File: config.mk
export PLATFORM = sky130hd
export DESIGN_NAME = cpu_read_mux
export DESIGN_NICKNAME = d
export VERILOG_FILES = /design/src/source/main_bus_pkg.sv /design/src/source/cpu_read_mux.sv
export SDC_FILE = /design/constraint.sdc
export NUM_CORES = 1
export LEC_CHECK = 0
export ABC_AREA = 1
export BUFFER_PORTS_ARGS = -buffer_cell sky130_fd_sc_hd__buf_2
export CORE_MARGIN = 2
export CORE_UTILIZATION = 32
export DETAILED_ROUTE_END_ITERATION = 16
export PLACE_DENSITY_LB_ADDON = 0.1
export SYNTH_ARGS = -nofsm -noshare
export SYNTH_HDL_FRONTEND = slang
export SYNTH_SLANG_ARGS = --single-unit
File: constraint.sdc
create_clock -name vclk -period 1.01
set_input_delay 0.0505 -clock vclk [all_inputs]
set_output_delay 0.0505 -clock vclk [all_outputs]
set_load 0.02 [all_outputs]
File: src/source/main_bus_pkg.sv
// Main CPU bus package: widths, bus structs, register fields and map constants
`default_nettype none

package main_bus_pkg;

    typedef logic [15:0] addr_t;
    typedef logic [7:0]  byte_t;
    typedef logic [16:0] rom_addr_t;
    typedef logic [12:0] ram_addr_t;
    typedef logic [1:0]  bank_t;

    // What the CPU drives, strobes active high
    typedef struct packed {
        addr_t addr;
        byte_t dout;
        logic  mreq;
        logic  rfsh;
        logic  rd;
        logic  wr;
        logic  iorq;
        logic  m1;
    } cpu_bus_t;

    typedef struct packed {
        logic       rom;
        logic       ram;
        logic       cab;
        logic       chr;
        logic       snd_latch;
        logic       misc;
        logic       scrposv;
        logic       gfxen;
        logic       okout;
        logic [1:0] scrposh;
    } chip_sel_t;

    typedef struct packed {
        logic  flip;
        logic  chon;
        logic  scron;
        logic  objon;
        byte_t scrposv;
    } video_ctrl_t;

    ////////////////////////////////////////////////////////////
    // Register fields
    localparam int MISC_CHON_BIT  = 7;
    localparam int MISC_FLIP_BIT  = 6;
    localparam int MISC_SRES_BIT  = 5;   // Sound reset, inverted on the board
    localparam int MISC_BANK_LSB  = 2;
    localparam int GFX_OBJON_BIT  = 5;
    localparam int GFX_SCRON_BIT  = 4;

    ////////////////////////////////////////////////////////////
    // Memory map, low nibble inside the C8xx and D8xx pages
    localparam logic [3:0] OFS_SND_LATCH = 4'h0;
    localparam logic [3:0] OFS_MISC      = 4'h4;
    localparam logic [3:0] OFS_OKOUT     = 4'h6;
    localparam logic [3:0] OFS_SCRPOSV   = 4'h2;
    localparam logic [3:0] OFS_GFXEN     = 4'h6;

    localparam logic [2:0] ROM_BANK_BASE = 3'd2;  // First 16 kB block of bank 0
    localparam byte_t      IRQ_VECTOR    = 8'hD7; // RST 10h
    localparam byte_t      CAB_IDLE      = 8'hFF;

endpackage

`default_nettype wire
File: src/source/cpu_read_mux.sv
// CPU read data mux: interrupt vector, RAMs, cabinet ports and ROM
`default_nettype none

module cpu_read_mux (
    input  main_bus_pkg::cpu_bus_t  bus,
    input  main_bus_pkg::chip_sel_t sel,
    input  main_bus_pkg::byte_t     ram_dout,
    input  main_bus_pkg::byte_t     chr_dout,
    input  main_bus_pkg::byte_t     rom_data,
    input  wire [6:0]               joystick1,
    input  wire [6:0]               joystick2,
    input  wire [1:0]               start_button,
    input  wire [1:0]               coin_input,
    input  main_bus_pkg::byte_t     dipsw_a,
    input  main_bus_pkg::byte_t     dipsw_b,
    output main_bus_pkg::byte_t     cpu_din,
    output logic                    irq_ack
);

    main_bus_pkg::byte_t cab_byte;

    assign irq_ack = bus.iorq && bus.m1;

    ////////////////////////////////////////////////////////////
    // Cabinet input ports

    always_comb begin
        case (bus.addr[2:0])
            3'd0:    cab_byte = {coin_input, 4'b1111, start_button};
            3'd1:    cab_byte = {1'b1, joystick1};
            3'd2:    cab_byte = {1'b1, joystick2};
            3'd3:    cab_byte = dipsw_a;
            3'd4:    cab_byte = dipsw_b;
            default: cab_byte = main_bus_pkg::CAB_IDLE;
        endcase
    end

    always_comb begin
        if (irq_ack) begin
            cpu_din = main_bus_pkg::IRQ_VECTOR;   // Mode 0 vector
        end else if (sel.ram) begin
            cpu_din = ram_dout;
        end else if (sel.chr) begin
            cpu_din = chr_dout;
        end else if (sel.cab) begin
            cpu_din = cab_byte;
        end else begin
            cpu_din = rom_data;   // Also the idle bus value
        end
    end

endmodule

`default_nettype wire

# Yosys cells after proc, flatten, opt, wreduce, memory -nomap -nowiden
# Index checks and enable logic that the tools add are counted.
dict set report word_totals {
  wordCells 11
  output_inout_bits 9
  in_bits 99
  regBits 0
}
dict set report op_classes {
  eq_ne 4
  muxes 5
  reduce_logical 2
}
# op count
set op_table {}
lappend op_table {{$pmux 8 s5} 1}
lappend op_table {{$mux 8} 4}
lappend op_table {{$eq 3x2->1 const B} 2}
lappend op_table {{$eq 3x1->1 const B} 1}
lappend op_table {{$eq 3x3->1 const B} 1}
lappend op_table {{$logic_not 3->1} 1}
lappend op_table {{$logic_and 1x1->1} 1}

# Logic depth before layout (Yosys ltp)
dict set report logic_depth {
  ltp_word 6
  ltp_mapped 11
  depth_no_buf 10
}

# Least setup slack after synthesis
# Ideal clock, no wire load.
dict set report synth_timing {
  kind {input to output}
  start {input port bus[15] (netlist bit)}
  end {output port cpu_din[3]}
  setup_slack_ns -0.090
  arrival_ns 1.050
  n_path_buf 1
  path_stages 10
  cell_sequence {buf_4 -> inv_4 -> nand2_2 -> nor2_2 -> nand2_1 -> nand2_1 -> nor2_1 -> nand2_1 -> nand2_1 -> a21oi_1}
}
dict set report synth_between {
  elab_chain_cells 6
  word_cells_on_any_way 10
  cone_classes {eq/ne: 4; mux: 5; reduce/logical: 1}
}
# element line
set synth_rtl {}
lappend synth_rtl {{start, declared} cpu_read_mux.sv:5} ;# input main_bus_pkg::cpu_bus_t bus,
lappend synth_rtl {{$eq 3x3->1 (tied with other cells)} cpu_read_mux.sv:28} ;# case (bus.addr[2:0])
lappend synth_rtl {{$pmux 8 s5 *} cpu_read_mux.sv:28}
lappend synth_rtl {{$mux 8 *} cpu_read_mux.sv:45} ;# end else if (sel.cab) begin
lappend synth_rtl {{$mux 8 *} cpu_read_mux.sv:43} ;# end else if (sel.chr) begin
lappend synth_rtl {{$mux 8 *} cpu_read_mux.sv:41} ;# end else if (sel.ram) begin
lappend synth_rtl {{$mux 8 *} cpu_read_mux.sv:39} ;# if (irq_ack) begin
lappend synth_rtl {{end, declared} cpu_read_mux.sv:16} ;# output main_bus_pkg::byte_t cpu_din,
# Every way passes the cells marked *; elsewhere a longest branch is shown, timed or not.

# Worst setup path in the final report
dict set report layout_timing {
  start {input port bus[15] (netlist bit)}
  end {output port cpu_din[4]}
}
# Same word-level chain as after synthesis.

==> reports/summary.log <==
INFO  run_status     status=finished, violations left
INFO  run_status     violations_in_the_final_reports=setup timing
INFO  die            die-width=52.6um
INFO  timing         grt_setup_unrepaired=yes
INFO  global_routing grt_max_degree=16
INFO  setup_path     critical-path-top-cell-by-count=sky130_fd_sc_hd__nand2_1
INFO  power_and_ir_drop clockPowerShare=0
INFO  global_routing global_route_wire_length_before_repair=4490um
INFO  setup_path     arrival=1030ps
INFO  logic_synthesis postSynthCellCount=164
INFO  timing         final.min_clock_period=1080ps
INFO  cells_and_area area_growth=90.7%
INFO  power_and_ir_drop share_comb_of_total_power=1.000
INFO  setup_path     slowest_stage=sky130_fd_sc_hd__nor2_4
INFO  cells_and_area antenna_cells_inserted=0
INFO  drt            drtAntennaViolNets=0
INFO  setup_path     critPathKind=input port to primary output
INFO  die            die_height=52.6um
INFO  power_and_ir_drop power_density=435nW/um^2
INFO  hold_path      holdCritPathClass=input port to primary output
INFO  drt            drt_iter0_markers=29
INFO  die            core_region_area=2210um^2
INFO  timing         final_hold_viol_count=0
INFO  power_and_ir_drop vdd_ir_drop_max=302uV
INFO  global_routing grt_remaining_overflow=0
INFO  power_and_ir_drop total_switching_power=0.313mW
INFO  logic_synthesis syn_avg_cell_area=4.60um^2
INFO  die            num_io_pins=108
INFO  cells_and_area final.clkbuf_count=0
INFO  die            std_cell_rows=17
INFO  setup_path     cp_cell_sequence=buf_12 -> nor2_4 -> nand3_1 -> nand2_1 -> nor2_1 -> nand2_1 -> nand2_1 -> nand2_1 -> nand2_1 -> nand2_2 -> buf_6
INFO  cells_and_area seq_cells=0
INFO  drt            drcViolationCount=0
INFO  power_and_ir_drop seq_power_share=0
INFO  setup_path     worst_setup_path_end_kind=primary output
INFO  logic_synthesis synth_fp_nets=263
INFO  drt            via_count=1,315
INFO  drt            drt-wirelength-per-cell=10.3um
INFO  timing         timing.fmax=0.928GHz
INFO  placement      gp_congestion=0.826
INFO  global_routing vias_in_the_first_global_route=1,088
INFO  cells_and_area num-nets-final=349
INFO  drt            route.detailed.vias_per_inst=4.76
INFO  timing         final.hold.worst_slack=463ps
INFO  cells_and_area layout.cell_area.non_filler=1440um^2
INFO  power_and_ir_drop static-leakage-power=0.848nW
INFO  timing         setup-violations-final=8
INFO  logic_synthesis unique_masters_post_synth=22
INFO  job            cap_viol_max_count=0
INFO  logic_synthesis synth.yosys.warnings=0
INFO  setup_path     critPathMaxFanout=8
INFO  power_and_ir_drop intPower=0.313mW
INFO  setup_path     delay_of_the_slowest_cell_on_the_worst_path=220ps
INFO  die            initial_core_util=0.341
INFO  placement      dp.cells=274
INFO  placement      place.detailed.hpwl=2210um
INFO  drt            dr.pass1.iters=4
INFO  timing         timing_worst_slew_pin_value=251ps
INFO  logic_synthesis synthesis.area=754um^2
INFO  cells_and_area final-seq-area=0um^2
INFO  timing         timing_max_transition_violations_final=0
INFO  cells_and_area post_route_cells_drive_above_1_share=0.460
INFO  logic_synthesis synth_sequential_area_ratio=0
INFO  die            die-area=2760um^2
INFO  cells_and_area post-route-util=0.650
INFO  setup_path     crit_path_start_kind=input port
INFO  placement      preCtsSetupSlack=-189ps
INFO  drt            wl=2840um
INFO  timing         layout_setup_ws=-68.0ps
INFO  timing         relSlewSlack=0.832
INFO  placement      io_buffers=75
INFO  cells_and_area layout.cells.non_filler=276
INFO  power_and_ir_drop power.share.switching=0.500
INFO  cts            postCtsHoldBufs=0
INFO  timing         fin_crit_sh=1.07
INFO  setup_path     crit_required=960ps
INFO  global_routing globalRouteTotalUtil=0.204
INFO  global_routing grt_antenna_before_repair=0
INFO  placement      placement.cell_area=1230um^2
[critical path, delay by kind of cell]
family / cells / cell delay, ps
AND/OR/NAND/NOR: 9 / 750
buffers and inverters: 2 / 230
[cell families (layout without fill, tap and decap cells)]
family,after synthesis,count (layout),share of synthesized area
buffers and inverters,22,106,0.158
AOI/OAI and AO/OA,10,10,0.0713
and+or+nand+nor,132,132,0.771
[Yosys cell counts]
| master | instances | share of area |
|---|---|---|
| sky130_fd_sc_hd__a21oi_1 | 6 | 0.040 |
| sky130_fd_sc_hd__a21oi_2 | 1 | 0.012 |
| sky130_fd_sc_hd__buf_2 | 4 | 0.027 |
| sky130_fd_sc_hd__buf_4 | 1 | 0.010 |
| sky130_fd_sc_hd__buf_6 | 3 | 0.045 |
| sky130_fd_sc_hd__clkbuf_1 | 1 | 0.0050 |
| sky130_fd_sc_hd__inv_1 | 9 | 0.045 |
| sky130_fd_sc_hd__inv_2 | 2 | 0.010 |
| sky130_fd_sc_hd__inv_4 | 2 | 0.017 |
| sky130_fd_sc_hd__nand2_1 | 71 | 0.35 |
| sky130_fd_sc_hd__nand2_2 | 1 | 0.0083 |
| sky130_fd_sc_hd__nand3_1 | 8 | 0.053 |
| sky130_fd_sc_hd__nand3b_1 | 1 | 0.010 |
| sky130_fd_sc_hd__nand4_1 | 17 | 0.14 |
| sky130_fd_sc_hd__nor2_1 | 24 | 0.12 |
| sky130_fd_sc_hd__nor2_2 | 1 | 0.0083 |
| sky130_fd_sc_hd__nor2_4 | 1 | 0.015 |
| sky130_fd_sc_hd__nor3_1 | 2 | 0.013 |
| sky130_fd_sc_hd__o21ai_0 | 2 | 0.013 |
| sky130_fd_sc_hd__o21ai_1 | 1 | 0.0066 |
| sky130_fd_sc_hd__or2_1 | 5 | 0.041 |
| sky130_fd_sc_hd__or2_2 | 1 | 0.0083 |
[placed cells by master (no fill, tap or decap), drive strengths merged]
cell    instances
nand3b          1
clkinv          1
nor3            2
nand4          17
nand2          72
buf            93
o21ai           3
nor2           26
or2             6
a21oi           7
inv            12
nand3           8
[per-layer routing]
layer	track usage	share of wire
met5	0	0
met1	0.276	0.44
met4	0.0128	0.0049
met2	0.373	0.48
met3	0.00571	0.071
[power by group through the flow]
stage	combinational, mW	sequential (mW)	clock [mW]
after global placement	0.514	0	0
final	0.626	0	0
after global routing	0.687	0	0
after detailed placement	0.514	0	0
after CTS	0.611	0	0
after floorplan	0.288	0	0
[path summary, 6_finish.rpt]
path / slack [ps] / cells past startpoint / start / endpoint
worst min-delay path: 460 / 6 / ram_dout[2] / cpu_din[2]
worst max-delay path: -70 / 11 / bus[15] / cpu_din[4]
[final cells by class]
class | count | area, um^2
fillers | 244 | 773
inverters | 13 | 73.8
multi-input cells | 142 | 718
well taps | 28 | 35.0
repair buffers | 93 | 612
[metrics by stage]
step	power, mW	setup TNS, ps
after floorplan	0.288	0
after CTS	0.611	-181
final	0.626	-351
after global routing	0.687	-1080
after global placement	0.514	-1220
after detailed placement	0.514	-1140
[repair_timing]
item	in CTS	in global routing
buffers inserted	2	0
pin swaps	13	2
gates resized for setup	44	8
setup endpoints to repair	8	8
(Power assumes the default switching activity.)
