<file path="src/source/main_bus_pkg.sv">
// Main CPU bus package: widths, bus structs, register fields and map constants
`default_nettype none

package main_bus_pkg;

    typedef logic [15:0] addr_t;
    typedef logic [7:0]  byte_t;
    typedef logic [16:0] rom_addr_t;
    typedef logic [12:0] ram_addr_t;
    typedef logic [1:0]  bank_t;

    // What the CPU drives, strobes active high
    typedef struct packed {
        addr_t addr;
        byte_t dout;
        logic  mreq;
        logic  rfsh;
        logic  rd;
        logic  wr;
        logic  iorq;
        logic  m1;
    } cpu_bus_t;

    typedef struct packed {
        logic       rom;
        logic       ram;
        logic       cab;
        logic       chr;
        logic       snd_latch;
        logic       misc;
        logic       scrposv;
        logic       gfxen;
        logic       okout;
        logic [1:0] scrposh;
    } chip_sel_t;

    typedef struct packed {
        logic  flip;
        logic  chon;
        logic  scron;
        logic  objon;
        byte_t scrposv;
    } video_ctrl_t;

    ////////////////////////////////////////////////////////////
    // Register fields
    localparam int MISC_CHON_BIT  = 7;
    localparam int MISC_FLIP_BIT  = 6;
    localparam int MISC_SRES_BIT  = 5;   // Sound reset, inverted on the board
    localparam int MISC_BANK_LSB  = 2;
    localparam int GFX_OBJON_BIT  = 5;
    localparam int GFX_SCRON_BIT  = 4;

    ////////////////////////////////////////////////////////////
    // Memory map, low nibble inside the C8xx and D8xx pages
    localparam logic [3:0] OFS_SND_LATCH = 4'h0;
    localparam logic [3:0] OFS_MISC      = 4'h4;
    localparam logic [3:0] OFS_OKOUT     = 4'h6;
    localparam logic [3:0] OFS_SCRPOSV   = 4'h2;
    localparam logic [3:0] OFS_GFXEN     = 4'h6;

    localparam logic [2:0] ROM_BANK_BASE = 3'd2;  // First 16 kB block of bank 0
    localparam byte_t      IRQ_VECTOR    = 8'hD7; // RST 10h
    localparam byte_t      CAB_IDLE      = 8'hFF;

endpackage

`default_nettype wire
</file>
<file path="src/source/main_addr_decode.sv">
// Address decoder: Z80 memory map to chip selects and banked ROM address
`default_nettype none

module main_addr_decode (
    input  main_bus_pkg::cpu_bus_t  bus,
    input  main_bus_pkg::bank_t     bank,
    output main_bus_pkg::chip_sel_t sel,
    output main_bus_pkg::rom_addr_t rom_addr
);

    logic page_low;   // Offset within an I/O page below 0010

    assign page_low = (bus.addr[10:4] == 7'd0);

    always_comb begin
        sel = '0;
        if (bus.mreq && !bus.rfsh) begin   // No decode during refresh
            casez (bus.addr[15:11])
                5'b0????, 5'b10???: sel.rom = 1'b1;   // 48 kB
                5'b11000: sel.cab = 1'b1;             // C000-C7FF
                5'b11001: begin                       // C800 page
                    if (page_low) begin
                        case (bus.addr[3:0])
                            main_bus_pkg::OFS_SND_LATCH: sel.snd_latch = 1'b1;
                            main_bus_pkg::OFS_MISC:      sel.misc      = 1'b1;
                            main_bus_pkg::OFS_OKOUT:     sel.okout     = 1'b1;
                            default: ;
                        endcase
                    end
                end
                5'b11010: sel.chr = 1'b1;             // D000-D7FF
                5'b11011: begin                       // D800 page
                    if (page_low) begin
                        case (bus.addr[3:0])
                            4'h0, 4'h1:
                                sel.scrposh[bus.addr[0]] = 1'b1;
                            main_bus_pkg::OFS_SCRPOSV: sel.scrposv = 1'b1;
                            main_bus_pkg::OFS_GFXEN:   sel.gfxen   = 1'b1;
                            default: ;
                        endcase
                    end
                end
                5'b111??: sel.ram = 1'b1;             // E000-FFFF
                default: ;
            endcase
        end
    end

    ////////////////////////////////////////////////////////////
    // ROM address: 32 kB fixed, then 16 kB banks

    always_comb begin
        if (!bus.addr[15]) begin
            rom_addr = {1'b0, bus.addr};
        end else begin
            rom_addr = {main_bus_pkg::ROM_BANK_BASE + {1'b0, bank}, bus.addr[13:0]};
        end
    end

endmodule

`default_nettype wire

</file>
<file path="config.mk">
export PLATFORM = sky130hd
export DESIGN_NAME = main_addr_decode
export DESIGN_NICKNAME = d
export VERILOG_FILES = /design/src/source/main_bus_pkg.sv /design/src/source/main_addr_decode.sv
export SDC_FILE = /design/constraint.sdc
export NUM_CORES = 1
export LEC_CHECK = 0
export BUFFER_PORTS_ARGS = -buffer_cell sky130_fd_sc_hd__buf_4
export CAP_MARGIN = 20
export CORE_AREA = 2 2 39 41
export DETAILED_ROUTE_END_ITERATION = 10
export DIE_AREA = 0 0 41 43
export GPL_ROUTABILITY_DRIVEN = 0
export PLACE_DENSITY = 0.76
export SLEW_MARGIN = 20
export SYNTH_ARGS = -nofsm -noshare
export SYNTH_HDL_FRONTEND = slang
export SYNTH_SLANG_ARGS = --single-unit
</file>
<file path="constraint.sdc">
create_clock -name vclk -period 1.8
set_input_delay 0.09 -clock vclk [all_inputs]
set_output_delay 0.09 -clock vclk [all_outputs]
set_load 0.05 [all_outputs]
</file>
# After elaboration in Yosys (flattened, before gate mapping)
# Index checks and enable logic that the tools add are counted.
[totals]
reg_bits = 0
output_inout_bits = 28
in_bits = 32
elab_cells = 42
[op_classes]
bitwise_logic = 1
n_mux = 21
reduce_logical = 7
magnitude_cmp = 2
add_sub_neg = 1
eq_ne = 10
[op_table]
columns = ["op", "n"]
rows = [
  ["equality test 5 bit (second input constant)", 4],
  ["two-way mux 17 bit", 1],
  ["two-way mux 2 bit", 7],
  ["two-way mux 1 bit", 11],
  ["two-way mux 11 bit", 1],
  ["equality test 4 x 3 -> 1 bit (second input constant)", 2],
  ["logical NOT 7 bit", 1],
  ["equality test 4 x 1 -> 1 bit (second input constant)", 1],
  ["equality test 4 x 2 -> 1 bit (second input constant)", 1],
  ["logical NOT 4 bit", 1],
  ["OR reduction 2 bit", 2],
  ["adder 2 x 2 -> 3 bit (first input constant)", 1],
  ["equality test 3 bit (second input constant)", 1],
  ["equality test 2 bit (second input constant)", 1],
  ["logical AND 1 bit", 2],
  ["less-than comparator 1 x 2 -> 1 bit (second input constant)", 1],
  ["demux 1 bit (select 1 bit)", 1],
  ["greater-or-equal comparator 1 bit (second input constant)", 1],
  ["logical NOT 1 bit", 1],
  ["inverter 1 bit", 1],
]

# Logic depth before layout (Yosys ltp)
# Gate-level depths: netlist (run 1).
[logic_depth]
ltp_word = 8
mapped_depth = 3
ltp_nobuf = 3

# Worst setup path after synthesis (run 1)
# No wires, ideal clock.
[synth_timing]
path_kind = "input to output"
startpoint = "in bus[18] (netlist name)"
endpoint = "out sel[0] (netlist name)"
arrival_time_ps = 2052
path_stages = 3
slack_ps = -342
t_required_ps = 1710
cell_sequence = "nor4_4 nand4_2 nor4_1"
[synth_rtl]
columns = ["element", "line", "source"]
rows = [
  ["from (decl)", "main_addr_decode.sv:5", "input main_bus_pkg::cpu_bus_t bus,"],
  ["to (decl)", "main_addr_decode.sv:7", "output main_bus_pkg::chip_sel_t sel,"],
]

==> results by group, run 1 <==
Status
  – Outcome: completed

Setup path
  – Cell family with most CP delay: simple AND/OR/NAND/NOR gates
  – Required @ worst endpoint: roughly 1.7 ns
  – CP endpoint kind: output port
  – Buf+Inv Stages, Crit Path: 2
  – Worst path slowest cell: nor4b_2
  – Crit path largest cell delay: approximately 0.31 ns
  – Data arrival, critical path: 1.29 ns
  – Most frequent CP cell: buf_4
  – Critical path launch point type: primary input
  – CP Class: primary input to output port
  – CP Cell Sequence: buf_4 > nor4_4 > nand4_1 > nor4b_2 > buf_4
  – Worst Path Max Fanout: 3

Global routing
  – Gr busiest metal: met2
  – Vias in the first global route: between 300 and 400
  – First-pass GRT wire length: 1.524 mm
  – Total track usage: ~11%
  – Largest net degree at the start of global routing: 10
  – Met3 Usage GRT: 0%
  – Total grt overflow: 0
  – Met1 usage: between 10% and 20%
  – GR Layer Usage met2: between 20% and 30%
  – Initial antenna violation count: 0

Placed design
  – Hpwl dp: around 900 µm
  – I/O Buffers: between 40 and 50
  – Placed Cells: 91

Synth
  – Mapped Area: between 300 and 400 µm²
  – Synth Instances: just over 40
  – Mux contribution to synthesized area: 3.475%
  – Proportion of synthesized chip area in sequential cells: 0%
  – Net Count, Synth: 73
  – Synth Area in Adders: 0%
  – Synthesized area per cell: around 8 µm²
  – Post-synthesis simple-gate area fraction: a little over three fifths
  – Post-synth cell types: 20
  – Ys Warns: 0
  – Area share of xor/xnor cells in the synthesized design: 0%
  – Post-synthesis compound-gate area fraction: around 1.5%
  – Largest family of logic cells by synthesized area: simple AND/OR/NAND/NOR gates

Pwr
  – Worst IR Drop VDD: 0.1347 mV
  – Power Density: approximately 300 nW/µm²
  – Leakage: 0.2918 nW

Clock tree
  – Post-CTS sizing: 0
  – Hold-fix buffers, CTS: 0
  – Setup Buffers After CTS: 0

Layout
  – Num sequential: 0
  – Final cell count without fillers: 91
  – Register area: 0 µm²
  – N_diodes: 0
  – Layout area overhead: 90.73%
  – Layout cells sized above 1: about three quarters
  – Clock buf count: 0
  – Nets: 109

Detailed routing
  – Antenna Violating Nets Remaining: 0
  – Vias: ~430
  – DRT iter0 DRCs: 0
  – Via density: around 4.7
  – Wire per inst: between 10 and 15 µm
  – DRC viols: 0
  – Final wirelength: a little over 1 mm
  – Pre-antenna DRT Iters: 1

STA
  – Final Max Slew Viols: 0
  – RSZ-0062 raised after global routing: false
  – Setup-failing EPs final: 0
  – Final hold slack: approximately 0.45 ns
  – Max-slew headroom at the worst pin: between 80% and 90%
  – Fmax: 722.3 MHz
  – Final min period: ~1.4 ns
  – Final period utilization: around three quarters
  – Final Hold Fails: 0
  – Slew @ Worst Pin: about 0.26 ns

Worst hold path
  – Hold crit path type: primary input to output port

Die
  – Die Y-Extent: ~43 µm
  – Ports: 60
  – Core ar.: 1384 µm²
  – DIE AREA: 1763 µm²
  – Starting Density: 23.42%
  – Chip Width: 41 µm
  – Row count: 14

Flow run
  – Max-Cap Viols: 0
[layout make-up]
cell class / instances / area, µm²
multi-input cells: 27 / 237.7
fillers: 144 / 765.7
repair buffers: 48 / 360.3
well taps: 16 / 20.02
[synthesized netlist by cell type (all sizes together)]
cell type / count / share of area (%)
nand4: 2 / 5.8
nor2: 2 / 2.3
nor3: 2 / 3.1
nand2b: 2 / 3.9
nor3b: 1 / 3.9
nand2: 1 / 1.2
nor4b: 3 / 12
or4: 1 / 2.3
nor2b: 1 / 1.9
and2: 2 / 3.9
nand3b: 1 / 2.3
nor4: 5 / 14
and4b: 1 / 3.1
buf: 14 / 32
nand4b: 1 / 2.7
mux2: 1 / 3.5
a21oi: 1 / 1.5
[layout by cell type, fill, tap and decap left out, drive strengths merged]
cell type	netlist	layout
buf	14	48
nor4	5	5
nor4b	3	3
and2	2	2
nor3	2	2
nor2	2	2
nand2b	2	2
nand4	2	2
nor2b	1	1
and4b	1	1
nand4b	1	1
nor3b	1	1
or4	1	1
nand3b	1	1
nand2	1	1
a21oi	1	1
mux2	1	1
[metal layers]
metal  share of wire (%)  up-vias
li1                    -      210
met1                  36      196
met2                  56       19
met3                 8.6        0
met4                   0        0
met5                   0        -
[where the power goes]
group / total, mW / switching, mW / internal [mW] / leakage [nW]
clock: 0 / 0 / 0 / 0
sequential: 0 / 0 / 0 / 0
combinational: 0.186 / 0.119 / 0.0674 / 0.292
total: 0.186 / 0.119 / 0.0674 / 0.292
[logic make-up (layout without fill, tap and decap cells)]
logic type | Yosys count | count (layout)
AND/OR/NAND/NOR | 25 | 25
AO/OA/AOI/OAI | 1 | 1
buffers and inverters | 14 | 48
multiplexers | 1 | 1
[metrics by stage]
stage | power [mW] | utilization [%] | setup WS (ns) | area, µm² | TNS (ns)
floorplan | 0.1217 | - | -0.3423 | 342.8 | -0.6846
global placement | 0.1846 | 44.67 | 0.4463 | 618.1 | 0
global route | 0.1947 | 44.67 | 0.3536 | 618.1 | 0
finish | 0.1860 | 44.67 | 0.4155 | 618.1 | 0
CTS | 0.1871 | 44.67 | 0.4015 | 618.1 | 0
detailed placement | 0.1868 | 44.67 | 0.4015 | 618.1 | 0
[worst paths after layout]
| path | startpoint | endpoint | cells past startpoint |
|---|---|---|---|
| max | bus[18] | sel[2] | 5 |
| min | bus[17] | rom_addr[3] | 2 |
Note: power is estimated with default switching activity, not from simulation.
==> run 2, diff against run 1 <==
Clock period 1.8 ns to 1.4 ns, I/O delays scaled along.
==> results by group, run 2 (synthesis gave the netlist of run 1 again) <==
Status
  – Outcome: completed (unchanged)

Pwr
  – Seq pwr share: 0% (about the same)
  – Pint: 0.08765 mW (was 0.06740 mW)
  – Pwr Total: 0.2472 mW (was 0.1860 mW)
  – Leakage: 0.3088 nW (was 0.2918 nW)
  – Worst IR Drop VDD: 0.1900 mV (was 0.1347 mV)
  – Psw: 0.1595 mW (was 0.1186 mW)
  – Power share of the combinational group: 100.0% (about the same)
  – Sw frac: 64.54% (was 63.77%)
  – Power Density: 367.2 nW/µm² (was 301.0 nW/µm²)
  – Clk pwr share: 0% (about the same)

STA
  – Setup TNS: 0 ns (unchanged)
  – RSZ-0062 raised after global routing: false (unchanged)
  – Final hold slack: 0.4132 ns (was 0.4547 ns)
  – Max-slew headroom at the worst pin: 83.90% (was 82.51%)
  – Final period utilization: 92.87%
  – Setup-failing EPs final: 0 (unchanged)
  – Final Hold Fails: 0 (unchanged)
  – Slew @ Worst Pin: 0.2396 ns (was 0.2599 ns)
  – Fmax: a little under 800 MHz
  – Final min period: roughly 1.3 ns
  – Final Max Slew Viols: 0 (unchanged)
  – Post-route setup slack: 0.09980 ns (was 0.4155 ns)

Setup path
  – Critical path launch point type: primary input (unchanged)
  – Crit path largest cell delay: 0.30 ns (was 0.31 ns)
  – Data arrival, critical path: 1.23 ns (was 1.29 ns)
  – Worst Path Max Fanout: 2 (was 3)
  – Cell family with most CP delay: simple AND/OR/NAND/NOR gates (unchanged)
  – Required @ worst endpoint: 1.33 ns (was 1.71 ns)
  – Worst path slowest cell: nor4_4 (was nor4b_2)
  – Crit. path cell count: 6 (was 5)
  – Crit. Startpoint: bus[18] (unchanged)
  – CP Class: primary input to output port (unchanged)
  – Buf+Inv Stages, Crit Path: 3 (was 2)
  – CP endpoint kind: output port (unchanged)
  – CP endpoint: sel[5] (was sel[2])
  – CP Cell Sequence: buf_4 > nor4_4 > nand4_1 > buf_4 > nor4_4 > buf_6 (was buf_4 > nor4_4 > nand4_1 > nor4b_2 > buf_4)

Layout
  – Multi-input logic area: 281.5 µm² (was 237.7 µm²)
  – Nets: 110 (was 109)
  – Register area: 0 µm² (unchanged)
  – Most common cell after layout, fill and taps aside: buf_4 (unchanged)
  – Layout cells sized above 1: 80.26% (was 76.00%)
  – Final core utilization: 48.64% (was 44.67%)
  – Most frequent cells in the layout: buf_4, nor4_4 (was buf_4, nor4b_2)
  – N_diodes: 0 (unchanged)
  – Clock buf count: 0 (unchanged)
  – Fillcell total: 131 (was 144)
  – Num sequential: 0 (unchanged)
  – Layout area overhead: 107.7% (was 90.73%)

Detailed routing
  – Final wirelength: 1.057 mm (was 1.016 mm)
  – Antenna Violating Nets Remaining: 0 (unchanged)
  – Via density: 4.674 (was 4.670)
  – DRT iter0 DRCs: 2 (was 0)
  – Pre-antenna DRT Iters: 4 (was 1)
  – Wire per inst: 11.49 µm (was 11.16 µm)
  – DRC viols: 0 (unchanged)
  – Vias: 430 (was 425)

Placed design
  – Pre-CTS setup slack: 0.06615 ns (was 0.4015 ns)
  – I/O Buffers: 48 (unchanged)
  – Hpwl dp: 921.6 µm (was 904.8 µm)

Die
  – DIE AREA: 1763 µm² (unchanged)
  – Ports: 60 (unchanged)
  – Chip Width: 41 µm (unchanged)
  – Row count: 14 (unchanged)
  – Die Y-Extent: 43 µm (unchanged)
  – Starting Density: 23.42% (unchanged)
  – Core ar.: 1384 µm² (unchanged)

Clock tree
  – Hold-fix buffers, CTS: 0 (unchanged)
  – Setup Buffers After CTS: 0 (unchanged)

Global routing
  – First-pass GRT wire length: 1.531 mm (was 1.524 mm)
  – Total grt overflow: 0 (unchanged)
  – Total track usage: 11.49% (was 11.39%)
  – Vias in the first global route: 359 (was 379)
  – Initial antenna violation count: 0 (unchanged)
  – Largest net degree at the start of global routing: 10 (unchanged)

Worst hold path
  – Worst hold path cell count: 2 (unchanged)
  – Hold crit path type: primary input to output port (unchanged)

Flow run
  – Max-Cap Viols: 0 (unchanged)
## run 2: cell count changes in the layout (fill, tap and decap cells not counted), sizes merged
| cell | delta |
|---|---|
| buf | +1 |
## run 2: final cells by class
class / instances / share of cell area (%)
multi-input cells: 27 / 41.82
well taps: 16 / 2.974
repair buffers: 49 / 55.20
## run 2: how the worst min path moves through the flow
stage	startpoint	end	slack, ns
after floorplan	bus[15]	sel[5]	0.21
after global placement	bus[17]	rom_addr[3]	0.41
after detailed placement	bus[17]	rom_addr[3]	0.41
after CTS	bus[19]	rom_addr[5]	0.42
after global routing	bus[17]	rom_addr[3]	0.42
final	bus[19]	rom_addr[5]	0.41
## run 2: repair_timing
action / CTS / global route
setup endpoints to repair: 0 / 1
gates resized for setup: 0 / 1
hold endpoints to repair: 0 / 0
## run 2: per-stage QoR
stage               std cells  instance area, µm²
global route               92               673.1
floorplan                  41               386.6
global placement           92               669.4
detailed placement         92               669.4
finish                     92               673.1
CTS                        92               669.4
## run 2: metal layers
layer | track usage [%] | up-vias | part of all wire [%]
li1 | - | 212 | -
met1 | 13.92 | 195 | 37
met2 | 22.19 | 23 | 54
met3 | 0 | 0 | 8.5
met4 | 0 | 0 | 0
met5 | 0 | - | 0
## run 2: power by group through the flow
| stage | clock network [mW] | logic [mW] | registers [mW] |
|---|---|---|---|
| floorplan | 0 | 0.159 | 0 |
| global placement | 0 | 0.245 | 0 |
| detailed placement | 0 | 0.249 | 0 |
| CTS | 0 | 0.249 | 0 |
| global route | 0 | 0.260 | 0 |
| finish | 0 | 0.247 | 0 |
