## src/source/main_bus_pkg.sv

```systemverilog
// Main CPU bus package: widths, bus structs, register fields and map constants
`default_nettype none

package main_bus_pkg;

    typedef logic [15:0] addr_t;
    typedef logic [7:0]  byte_t;
    typedef logic [16:0] rom_addr_t;
    typedef logic [12:0] ram_addr_t;
    typedef logic [1:0]  bank_t;

    // What the CPU drives, strobes active high
    typedef struct packed {
        addr_t addr;
        byte_t dout;
        logic  mreq;
        logic  rfsh;
        logic  rd;
        logic  wr;
        logic  iorq;
        logic  m1;
    } cpu_bus_t;

    typedef struct packed {
        logic       rom;
        logic       ram;
        logic       cab;
        logic       chr;
        logic       snd_latch;
        logic       misc;
        logic       scrposv;
        logic       gfxen;
        logic       okout;
        logic [1:0] scrposh;
    } chip_sel_t;

    typedef struct packed {
        logic  flip;
        logic  chon;
        logic  scron;
        logic  objon;
        byte_t scrposv;
    } video_ctrl_t;

    ////////////////////////////////////////////////////////////
    // Register fields
    localparam int MISC_CHON_BIT  = 7;
    localparam int MISC_FLIP_BIT  = 6;
    localparam int MISC_SRES_BIT  = 5;   // Sound reset, inverted on the board
    localparam int MISC_BANK_LSB  = 2;
    localparam int GFX_OBJON_BIT  = 5;
    localparam int GFX_SCRON_BIT  = 4;

    ////////////////////////////////////////////////////////////
    // Memory map, low nibble inside the C8xx and D8xx pages
    localparam logic [3:0] OFS_SND_LATCH = 4'h0;
    localparam logic [3:0] OFS_MISC      = 4'h4;
    localparam logic [3:0] OFS_OKOUT     = 4'h6;
    localparam logic [3:0] OFS_SCRPOSV   = 4'h2;
    localparam logic [3:0] OFS_GFXEN     = 4'h6;

    localparam logic [2:0] ROM_BANK_BASE = 3'd2;  // First 16 kB block of bank 0
    localparam byte_t      IRQ_VECTOR    = 8'hD7; // RST 10h
    localparam byte_t      CAB_IDLE      = 8'hFF;

endpackage

`default_nettype wire
```

## src/source/main_ctrl_regs.sv

```systemverilog
// Control latches written by the CPU: video enables, scroll, sound and ROM bank
`default_nettype none

module main_ctrl_regs (
    input  wire                       clk,
    input  wire                       rst,
    input  wire                       cpu_cen,
    input  main_bus_pkg::cpu_bus_t    bus,
    input  main_bus_pkg::chip_sel_t   sel,
    output main_bus_pkg::video_ctrl_t video,
    output main_bus_pkg::bank_t       bank,
    output main_bus_pkg::byte_t       snd_latch,
    output logic                      sres_b
);

    logic wr_cyc;   // Write strobe qualified by the CPU clock enable

    assign wr_cyc = cpu_cen && bus.wr;

    always_ff @(posedge clk) begin
        if (rst) begin
            video.flip    <= 1'b0;
            video.chon    <= 1'b0;
            video.scron   <= 1'b1;
            video.objon   <= 1'b1;
            video.scrposv <= '0;
            bank          <= '0;
            snd_latch     <= '0;
            sres_b        <= 1'b1;   // Sound CPU running
        end else if (wr_cyc) begin
            if (sel.misc) begin
                video.chon <= bus.dout[main_bus_pkg::MISC_CHON_BIT];
                video.flip <= bus.dout[main_bus_pkg::MISC_FLIP_BIT];
                sres_b     <= ~bus.dout[main_bus_pkg::MISC_SRES_BIT];
                bank       <= bus.dout[main_bus_pkg::MISC_BANK_LSB +: 2];
            end
            if (sel.snd_latch) snd_latch <= bus.dout;
            if (sel.scrposv) video.scrposv <= bus.dout;
            if (sel.gfxen) begin
                video.objon <= bus.dout[main_bus_pkg::GFX_OBJON_BIT];
                video.scron <= bus.dout[main_bus_pkg::GFX_SCRON_BIT];
            end
        end
    end

endmodule

`default_nettype wire

```

## config.mk

```make
export PLATFORM = sky130hd
export DESIGN_NAME = main_ctrl_regs
export DESIGN_NICKNAME = d
export VERILOG_FILES = /design/src/source/main_bus_pkg.sv /design/src/source/main_ctrl_regs.sv
export SDC_FILE = /design/constraint.sdc
export NUM_CORES = 1
export LEC_CHECK = 0
export BUFFER_PORTS_ARGS = -buffer_cell sky130_fd_sc_hd__clkbuf_2
export CORE_UTILIZATION = 43
export CTS_CLUSTER_SIZE = 20
export DETAILED_ROUTE_END_ITERATION = 7
export PLACE_DENSITY = 0.8
export SYNTH_ARGS = -nofsm -noshare
export SYNTH_HDL_FRONTEND = slang
export SYNTH_SLANG_ARGS = --single-unit
```

## constraint.sdc

```tcl
create_clock -name clk -period 2.8 [get_ports clk]
set_input_delay 0.14 -clock clk [delete_from_list [all_inputs] [get_ports clk]]
set_output_delay 0.14 -clock clk [all_outputs]
set_load 0.05 [all_outputs]
```

* Word level (Yosys, flattened, before mapping)
Index checks and enable logic that the tools add are counted.
W data, S select, Z words.
** Storage, ports and cells
- Input bits :: 44
- Register bits after elaboration :: 23
- Word-level logic and storage cells :: 14
- Output and inout bits :: 23
** Operators by class
- Bitwise gates (word level) :: 1
- Reduce and logical (&&, ||, !) cells :: 5
** Operators with widths (count)
- $reduce_and A2 Y1 :: 4
- $logic_and A1 B1 Y1 :: 1
- $not A1 Y1 :: 1

* Depth between registers and ports, before layout
Gate-level depths: netlist of the first run.
- Depth after elaboration :: 2
- Gate-level depth with buffers :: 4
- Depth with buffers taken out :: 2

* Worst setup path after synthesis of the first run
OpenSTA, ideal clock, no wires.
- Path type :: reg-to-reg
- Start point :: reg sres_b (netlist name)
- End point :: reg sres_b
- Library setup time :: 0.121 ns
- Buffers on the path :: 0
- Required time :: 2.679 ns
- Arrival :: 1.046 ns
- Path slack :: 1.633 ns
- Cell stages (with the launch flop) :: 3
- Cell sequence :: dfxtp_1 -> or2_2 -> mux2_2
** RTL lines
- to (signal assigned) :: RTL line main_ctrl_regs.sv:34 : sres_b <= ~bus.dout[main_bus_pkg::MISC_SRES_BIT];
- to (decl) :: RTL line main_ctrl_regs.sv:13 : output logic sres_b

* Worst setup path in the final report of the first run
- Start point :: reg bank[1]
- End point :: out bank[1]
** RTL lines
- from (decl) :: RTL line main_ctrl_regs.sv:11 : output main_bus_pkg::bank_t bank,
- from (signal assigned) :: RTL line main_ctrl_regs.sv:35 : bank <= bus.dout[main_bus_pkg::MISC_BANK_LSB +: 2];
No word-level cell between the ends.

==> results of run 1 <==
registers in the layout (all words and copies together) (netlist names):
name and count:
snd_latch 8, bank 2, sres_b 1, video 12
how the worst max path moves through the flow:
stage / startpoint / endpoint / slack, ps / depth (start not counted)
after global placement: rst / sres_b / 1630 / 3
after floorplan: sres_b / sres_b / 1630 / 2
after detailed placement: rst / sres_b / 1620 / 3
final: bank[1] / bank[1] / 1700 / 1
after global routing: snd_latch[0] / snd_latch[0] / 1640 / 1
after CTS: bank[1] / bank[1] / 1690 / 1
logic make-up after synthesis:
logic type      Yosys count
simple gates             36
flops                    23
mux                      21
buf+inv                   6
compound gates            4
power by group through the flow:
stage | sequential (W) | clock [W] | combinational, W
after floorplan | 0.000392 | 0 | 0.0000406
after global placement | 0.000351 | 0 | 0.000104
after detailed placement | 0.000352 | 0 | 0.000106
after CTS | 0.000345 | 0.000158 | 0.000106
after global routing | 0.000346 | 0.000173 | 0.000112
final | 0.000345 | 0.000152 | 0.000105
metrics by stage:
step	cell area, µm²	total power (W)
CTS	1190	0.000609
detailed placement	1160	0.000458
finish	1190	0.000602
floorplan	986	0.000432
global placement	1160	0.000455
global route	1190	0.000631
cell type report:
type                            instances  area, µm²
Fill cell                             188        871
Sequential cell                        23        460
Multi-Input combinational cell         61        479
Tap cell                               27       33.8
Timing Repair Buffer                   38        190
Clock inverter                          1       5.00
Clock buffer                            3       22.5
routing by layer:
| layer | wire length (µm) | global-route usage |
|---|---|---|
| met1 | 854 | 0.194 |
| met2 | 834 | 0.273 |
| met3 | 92 | 0.0278 |
| met4 | 36 | 0.0952 |
| met5 | 0 | 0 |
worst register-to-register path, delay by kind of cell (launching register included):
family,cells,cell delay [ps]
multiplexers,1,260
flip-flops,1,340
AND/OR/NAND/NOR,1,280
cells in the final DEF (no fill, tap or decap):
cell / count
clkbuf_4: 3
mux2i_1: 20
and3_4: 1
clkinv_2: 1
nand3_2: 2
and3_2: 1
a41oi_1: 2
nand3_1: 1
or2_2: 1
clkbuf_2: 38
dfxtp_1: 23
a311oi_1: 2
nor2_1: 2
nand2b_1: 28
mux2_2: 1
==> impl_table.tex, run 1 <==
\begin{tabular}{lr}
\hline
Metric & Value \\
\hline
\multicolumn{2}{l}{\textbf{Critical path}} \\
CP required & 2660 ps \\
Reg-to-Reg End & sres\_b \\
Startpoint type of the worst setup path & flip-flop \\
Crit-path leading delay family & flip-flops \\
Bufs and invs on worst path & 1 \\
Master of the slowest instance on the critical path & dfxtp\_1 \\
Setup slack, reg-to-reg & 1830 ps \\
Largest stage delay on the critical path & 370 ps \\
Endpoint class of the critical path & output pin \\
Cell Chain, Critical Path & clkbuf\_2 \\
Max FO, Critical Path & 2 \\
Depth of the most critical reg-to-reg path & 2 \\
RR Startpoint & sres\_b \\
Type of the worst setup path & reg -> out \\
Critical Path AT & 960 ps \\
\multicolumn{2}{l}{\textbf{Power and ir drop}} \\
Switching share of total power & 0.292 \\
Power density over the cells & 505 nW/µm² \\
Leak & 0.578 nW \\
Worst vdd ir & 0.408 mV \\
Internal power & 0.000426 W \\
Part of the total power dissipated in sequential elements & 0.573 \\
Clock power share & 0.253 \\
Portion of total power attributed to combinational logic & 0.174 \\
Power dissipated by switching net loads & 0.000175 W \\
\multicolumn{2}{l}{\textbf{GRT}} \\
First-pass GRT wire length & 3080 µm \\
Via count of the first global-routing pass & 738 \\
Total global routing overflow & 0 \\
Total routing resource utilization after global routing & 0.163 \\
Largest net degree at the start of global routing & 34 \\
Number of antenna violations at the first check in global routing & 0 \\
\multicolumn{2}{l}{\textbf{Logic synthesis}} \\
Commonest register cell after synthesis & dfxtp\_1 \\
Synth Area in Simple Gates & 0.236 \\
Leading cell type by number of instances after synthesis & nand2b\_1 \\
Number of enable flip-flop cells after synthesis & 0 \\
Post-synthesis register bit count & 23 \\
Main combinational cell family by area after synthesis & simple AND/OR/NAND/NOR gates \\
Cell area after synthesis & 986 µm² \\
Most frequent cells after synthesis & 28 x nand2b\_1, 23 x dfxtp\_1, 20 x mux2i\_1, 3 x buf\_6 \\
Unique cell type count in the Yosys netlist & 15 \\
Mean cell area of the mapped netlist & 11.0 µm² \\
Share of synthesized cell area in full adder, half adder and majority cells & 0 \\
Post-synthesis cell count & 90 \\
Synthesized-area fraction occupied by xor and xnor cells & 0 \\
Area contributors post-synth & dfxtp\_1 47\%, mux2i\_1 20\%, nand2b\_1 18\%, buf\_6 3.4\%, nand3\_2 2.0\% \\
Top-area cell type share of the netlist area & 0.467 \\
Async SR Flop Fraction & 0 \\
Compound-gate portion of the synthesized area & 0.0355 \\
Post-synthesis net count & 134 \\
Sequential element share of the synthesized area & 0.467 \\
Cell type contributing the most total cell area after synthesis & dfxtp\_1 \\
Yosys warns & 0 \\
Proportion of synthesized area in mux cells & 0.214 \\
\multicolumn{2}{l}{\textbf{Flow run}} \\
Number of maximum-capacitance violations & 0 \\
\multicolumn{2}{l}{\textbf{STA}} \\
Maximum operating frequency & 908 MHz \\
Number of failing setup endpoints in the final timing report & 0 \\
Largest clock skew in the final design & 0 ps \\
Final worst path period need & 1100 ps \\
Fraction of the cycle the final worst path needs & 0.393 \\
Setup repair after global routing missed its margin & no \\
Number of endpoints with negative hold slack in the final report & 0 \\
Final worst hold slack & 78.6 ps \\
Slew Viols, Final & 0 \\
Slack of the critical path & 1700 ps \\
Max\_slew headroom & 0.694 \\
Transition time of the tightest slew-check pin & 460 ps \\
Total negative slack & 0 ps \\
\multicolumn{2}{l}{\textbf{Layout}} \\
Final core occ & 0.578 \\
Layout cells sized above 1 & 0.381 \\
Final cell count without fillers & 153 \\
Antenna cells & 0 \\
Synth-to-layout area growth & 20.8\% \\
\# nets final & 171 \\
\multicolumn{2}{l}{\textbf{Drt}} \\
Drt wl/cell & 11.9 µm \\
Via-to-Cell Ratio & 4.91 \\
Detailed-route via count & 751 \\
Initial DRT Pass Iterations & 1 \\
Initial drt markers & 0 \\
Overall routed net length & 1820 µm \\
Routed Antenna Nets & 0 \\
\# DRC & 0 \\
\multicolumn{2}{l}{\textbf{Floorplan}} \\
Die Height & 49.9 µm \\
Starting density of the core & 0.478 \\
Top-level I/O count & 67 \\
Number of cell rows & 16 \\
Chip width & 49.9 µm \\
Full die area & 2490 µm² \\
Core area & 2060 µm² \\
\multicolumn{2}{l}{\textbf{Clock network}} \\
CTS Hold Buffers Added & 0 \\
Num Clock Sinks & 23 \\
Clk Tree Root Cell & clkbuf\_4 \\
Number of H-tree branching levels & 1 \\
Total clock buffers created by CTS & 3 \\
Clock tree from TritonCTS & done \\
Longest Clk Path Bufs & 2 \\
Post-CTS setup-driven buffer insertion count & 0 \\
Post-CTS resize count & 0 \\
Clock-pin slew of the registers on the worst-case setup and hold paths & 120 ps \\
Clock latency of the later-clocked register in the worst-skew pair & 310 ps \\
\multicolumn{2}{l}{\textbf{Place}} \\
Dpl hpwl & 1340 µm \\
Placer's final routability congestion estimate & 0.757 \\
Port Buffer Count & 38 \\
Total instance count after detailed placement & 149 \\
Place WS & 1620 ps \\
\multicolumn{2}{l}{\textbf{Hold path}} \\
Min-delay worst type & in -> reg \\
End of the worst hold path & video[9] \\
Hold path start & sel[3] \\
WHS Path Cells & 2 \\
\multicolumn{2}{l}{\textbf{Run status}} \\
Result of the run & finished, final reports clean \\
\hline
\end{tabular}
Note: power is estimated with default switching activity, not from simulation.
==> run 2: changes to the inputs <==
- CORE_UTILIZATION: 43 -> 40
- PLACE_DENSITY: 0.8 -> 0.75
- clock period: 2.8 -> 1.1 ns (I/O delays scaled with it)
==> impl_table.tex, run 2 (synthesis gave the netlist of run 1 again) <==
\begin{tabular}{lr}
\hline
Metric & Value \\
\hline
\multicolumn{2}{l}{\textbf{Run status}} \\
Result of the run & finished, final reports clean \\
\multicolumn{2}{l}{\textbf{Layout}} \\
Top library cells by usage in the layout, fill and taps aside & 38 x clkbuf\_2, 28 x nand2b\_1, 22 x dfxtp\_1, 20 x mux2i\_1, 3 x clkbuf\_4 \\
Largest register FFs & 12 (unchanged) \\
Layout Cell Area excl Fill & 1210 µm² (+1.6\%) \\
\# nets final & 173 (+1.2\%) \\
Layout cells sized above 1 & 0.383 (+0.00186) \\
FF+latch area & 462 µm² (+0.27\%) \\
Most common cell after layout, fill and taps aside & clkbuf\_2 \\
Synth-to-layout area growth & 22.7\% \\
Final core occ & 0.532 (-0.0461) \\
Register with the most flip-flops & video \\
Largest registers & video (12), snd\_latch (8), bank (2) \\
Antenna cells & 0 (unchanged) \\
Layout filler cell count & 215 (+14\%) \\
Footprint of the multi-input gates & 479 µm² (unchanged) \\
\multicolumn{2}{l}{\textbf{Place}} \\
Dpl hpwl & 1500 µm (+12\%) \\
Port Buffer Count & 38 (unchanged) \\
Placed cell areas & 1170 µm² (+0.86\%) \\
Placer's final routability congestion estimate & 0.700 (-7.5\%) \\
\multicolumn{2}{l}{\textbf{GRT}} \\
Largest net degree at the start of global routing & 21 (-38\%) \\
Total routing resource utilization after global routing & 0.169 (+0.00581) \\
Total global routing overflow & 0 (unchanged) \\
First-pass GRT wire length & 3240 µm (+5.4\%) \\
Via count of the first global-routing pass & 704 (-4.6\%) \\
Number of antenna violations at the first check in global routing & 0 (unchanged) \\
\multicolumn{2}{l}{\textbf{Power and ir drop}} \\
Worst vdd ir & 0.649 mV (+59\%) \\
Power density over the cells & 1270 nW/µm² (+150\%) \\
Leak & 0.584 nW (+1.0\%) \\
\multicolumn{2}{l}{\textbf{Critical path}} \\
Crit-path leading delay family & flip-flops \\
Largest stage delay on the critical path & 370 ps (about the same) \\
Cell Chain, Critical Path & clkbuf\_2 \\
Bufs and invs on worst path & 1 (unchanged) \\
Master of the slowest instance on the critical path & dfxtp\_1 \\
Max FO, Critical Path & 2 (unchanged) \\
CP required & 1040 ps (-1620 ps) \\
Critical Path AT & 950 ps (about the same) \\
Type of the worst setup path & reg -> out \\
Endpoint class of the critical path & output pin \\
Startpoint type of the worst setup path & flip-flop \\
\multicolumn{2}{l}{\textbf{Floorplan}} \\
Starting density of the core & 0.433 (-0.0450) \\
Full die area & 2670 µm² (+7.2\%) \\
Chip width & 51.6 µm (+3.5\%) \\
Number of cell rows & 17 (+1) \\
Top-level I/O count & 67 (unchanged) \\
Core area & 2280 µm² (+10\%) \\
Die Height & 51.6 µm (+3.5\%) \\
\multicolumn{2}{l}{\textbf{STA}} \\
Number of endpoints with negative hold slack in the final report & 0 (unchanged) \\
Transition time of the tightest slew-check pin & 315 ps (-145 ps) \\
Final worst path period need & 1010 ps \\
Setup repair after global routing missed its margin & no \\
Max\_slew headroom & 0.790 (+0.0965) \\
Largest clock skew in the final design & 0 ps (unchanged) \\
Fraction of the cycle the final worst path needs & 0.914 \\
Total negative slack & 0 ps (unchanged) \\
Maximum operating frequency & 995 MHz \\
Number of failing setup endpoints in the final timing report & 0 (unchanged) \\
Slew Viols, Final & 0 (unchanged) \\
\multicolumn{2}{l}{\textbf{Clock network}} \\
Clk Tree Root Cell & clkbuf\_4 \\
Post-CTS setup-driven buffer insertion count & 0 (unchanged) \\
Clock latency of the later-clocked register in the worst-skew pair & 300 ps (about the same) \\
Num Clock Sinks & 23 (unchanged) \\
Clock tree from TritonCTS & done \\
Total clock buffers created by CTS & 3 (unchanged) \\
Number of H-tree branching levels & 1 (unchanged) \\
Longest Clk Path Bufs & 2 (unchanged) \\
Post-CTS resize count & 0 (unchanged) \\
Clock-pin slew of the registers on the worst-case setup and hold paths & 120 ps (about the same) \\
\multicolumn{2}{l}{\textbf{Hold path}} \\
Min-delay worst type & in -> reg \\
\multicolumn{2}{l}{\textbf{Drt}} \\
Drt wl/cell & 12.6 µm (+6.5\%) \\
Via-to-Cell Ratio & 4.87 (-0.75\%) \\
Detailed-route via count & 760 (+1.2\%) \\
\# DRC & 0 (unchanged) \\
Initial DRT Pass Iterations & 4 (+3) \\
Overall routed net length & 1970 µm (+8.6\%) \\
Initial drt markers & 9 (+9) \\
Routed Antenna Nets & 0 (unchanged) \\
\multicolumn{2}{l}{\textbf{Flow run}} \\
Number of maximum-capacitance violations & 0 (unchanged) \\
\hline
\end{tabular}
run 2: cell count changes in the layout (fill, tap and decap cells not counted), sizes merged:
| cell | previous run | this run |
|---|---|---|
| dlygate4sd3 | 0 | 1 |
| clkbuf | 41 | 42 |
| clkinv | 1 | 0 |
| buf | 0 | 1 |
run 2: what timing repair did:
action,4_1_cts,5_1_grt
hold endpoints to repair,1,0
setup endpoints to repair,0,0
hold buffers,1,0
run 2: where the power goes:
group          switching, W  total, W  internal (W)
sequential        0.0000155  0.000878      0.000862
clock              0.000239  0.000380      0.000141
combinational      0.000182  0.000274     0.0000916
run 2: metrics by stage:
stage          worst slack [ps]  hold WS [ps]  total power [W]  std cells
2_1_floorplan              35.7           186          0.00110         90
3_3_place_gp                151           321          0.00116        151
3_5_place_dp                138           338          0.00117        151
4_1_cts                    82.8          11.3          0.00155        156
5_1_grt                    47.5          17.0          0.00160        156
6_report                   94.6          19.2          0.00153        156
run 2: layout make-up:
cell class | instances | share of cell area
multi-input cells | 61 | 0.396
repair buffers | 40 | 0.172
clock buffers | 4 | 0.0217
well taps | 28 | 0.0290
flip-flops and latches | 23 | 0.382
run 2: path summary, 6_finish.rpt:
kind	cells after the start	end	slack (ps)	startpoint
min reg2reg	2	video[10]	480	video[10]
max reg2reg	2	sres_b	130	sres_b
min	3	video[0]	20	bus[6]
max	1	video[8]	90	video[8]
run 2: layer usage:
metal  wire [µm]  GRT usage
met2         976      0.273
met5           0          0
met4          17     0.0811
met1         858      0.207
met3         120     0.0439
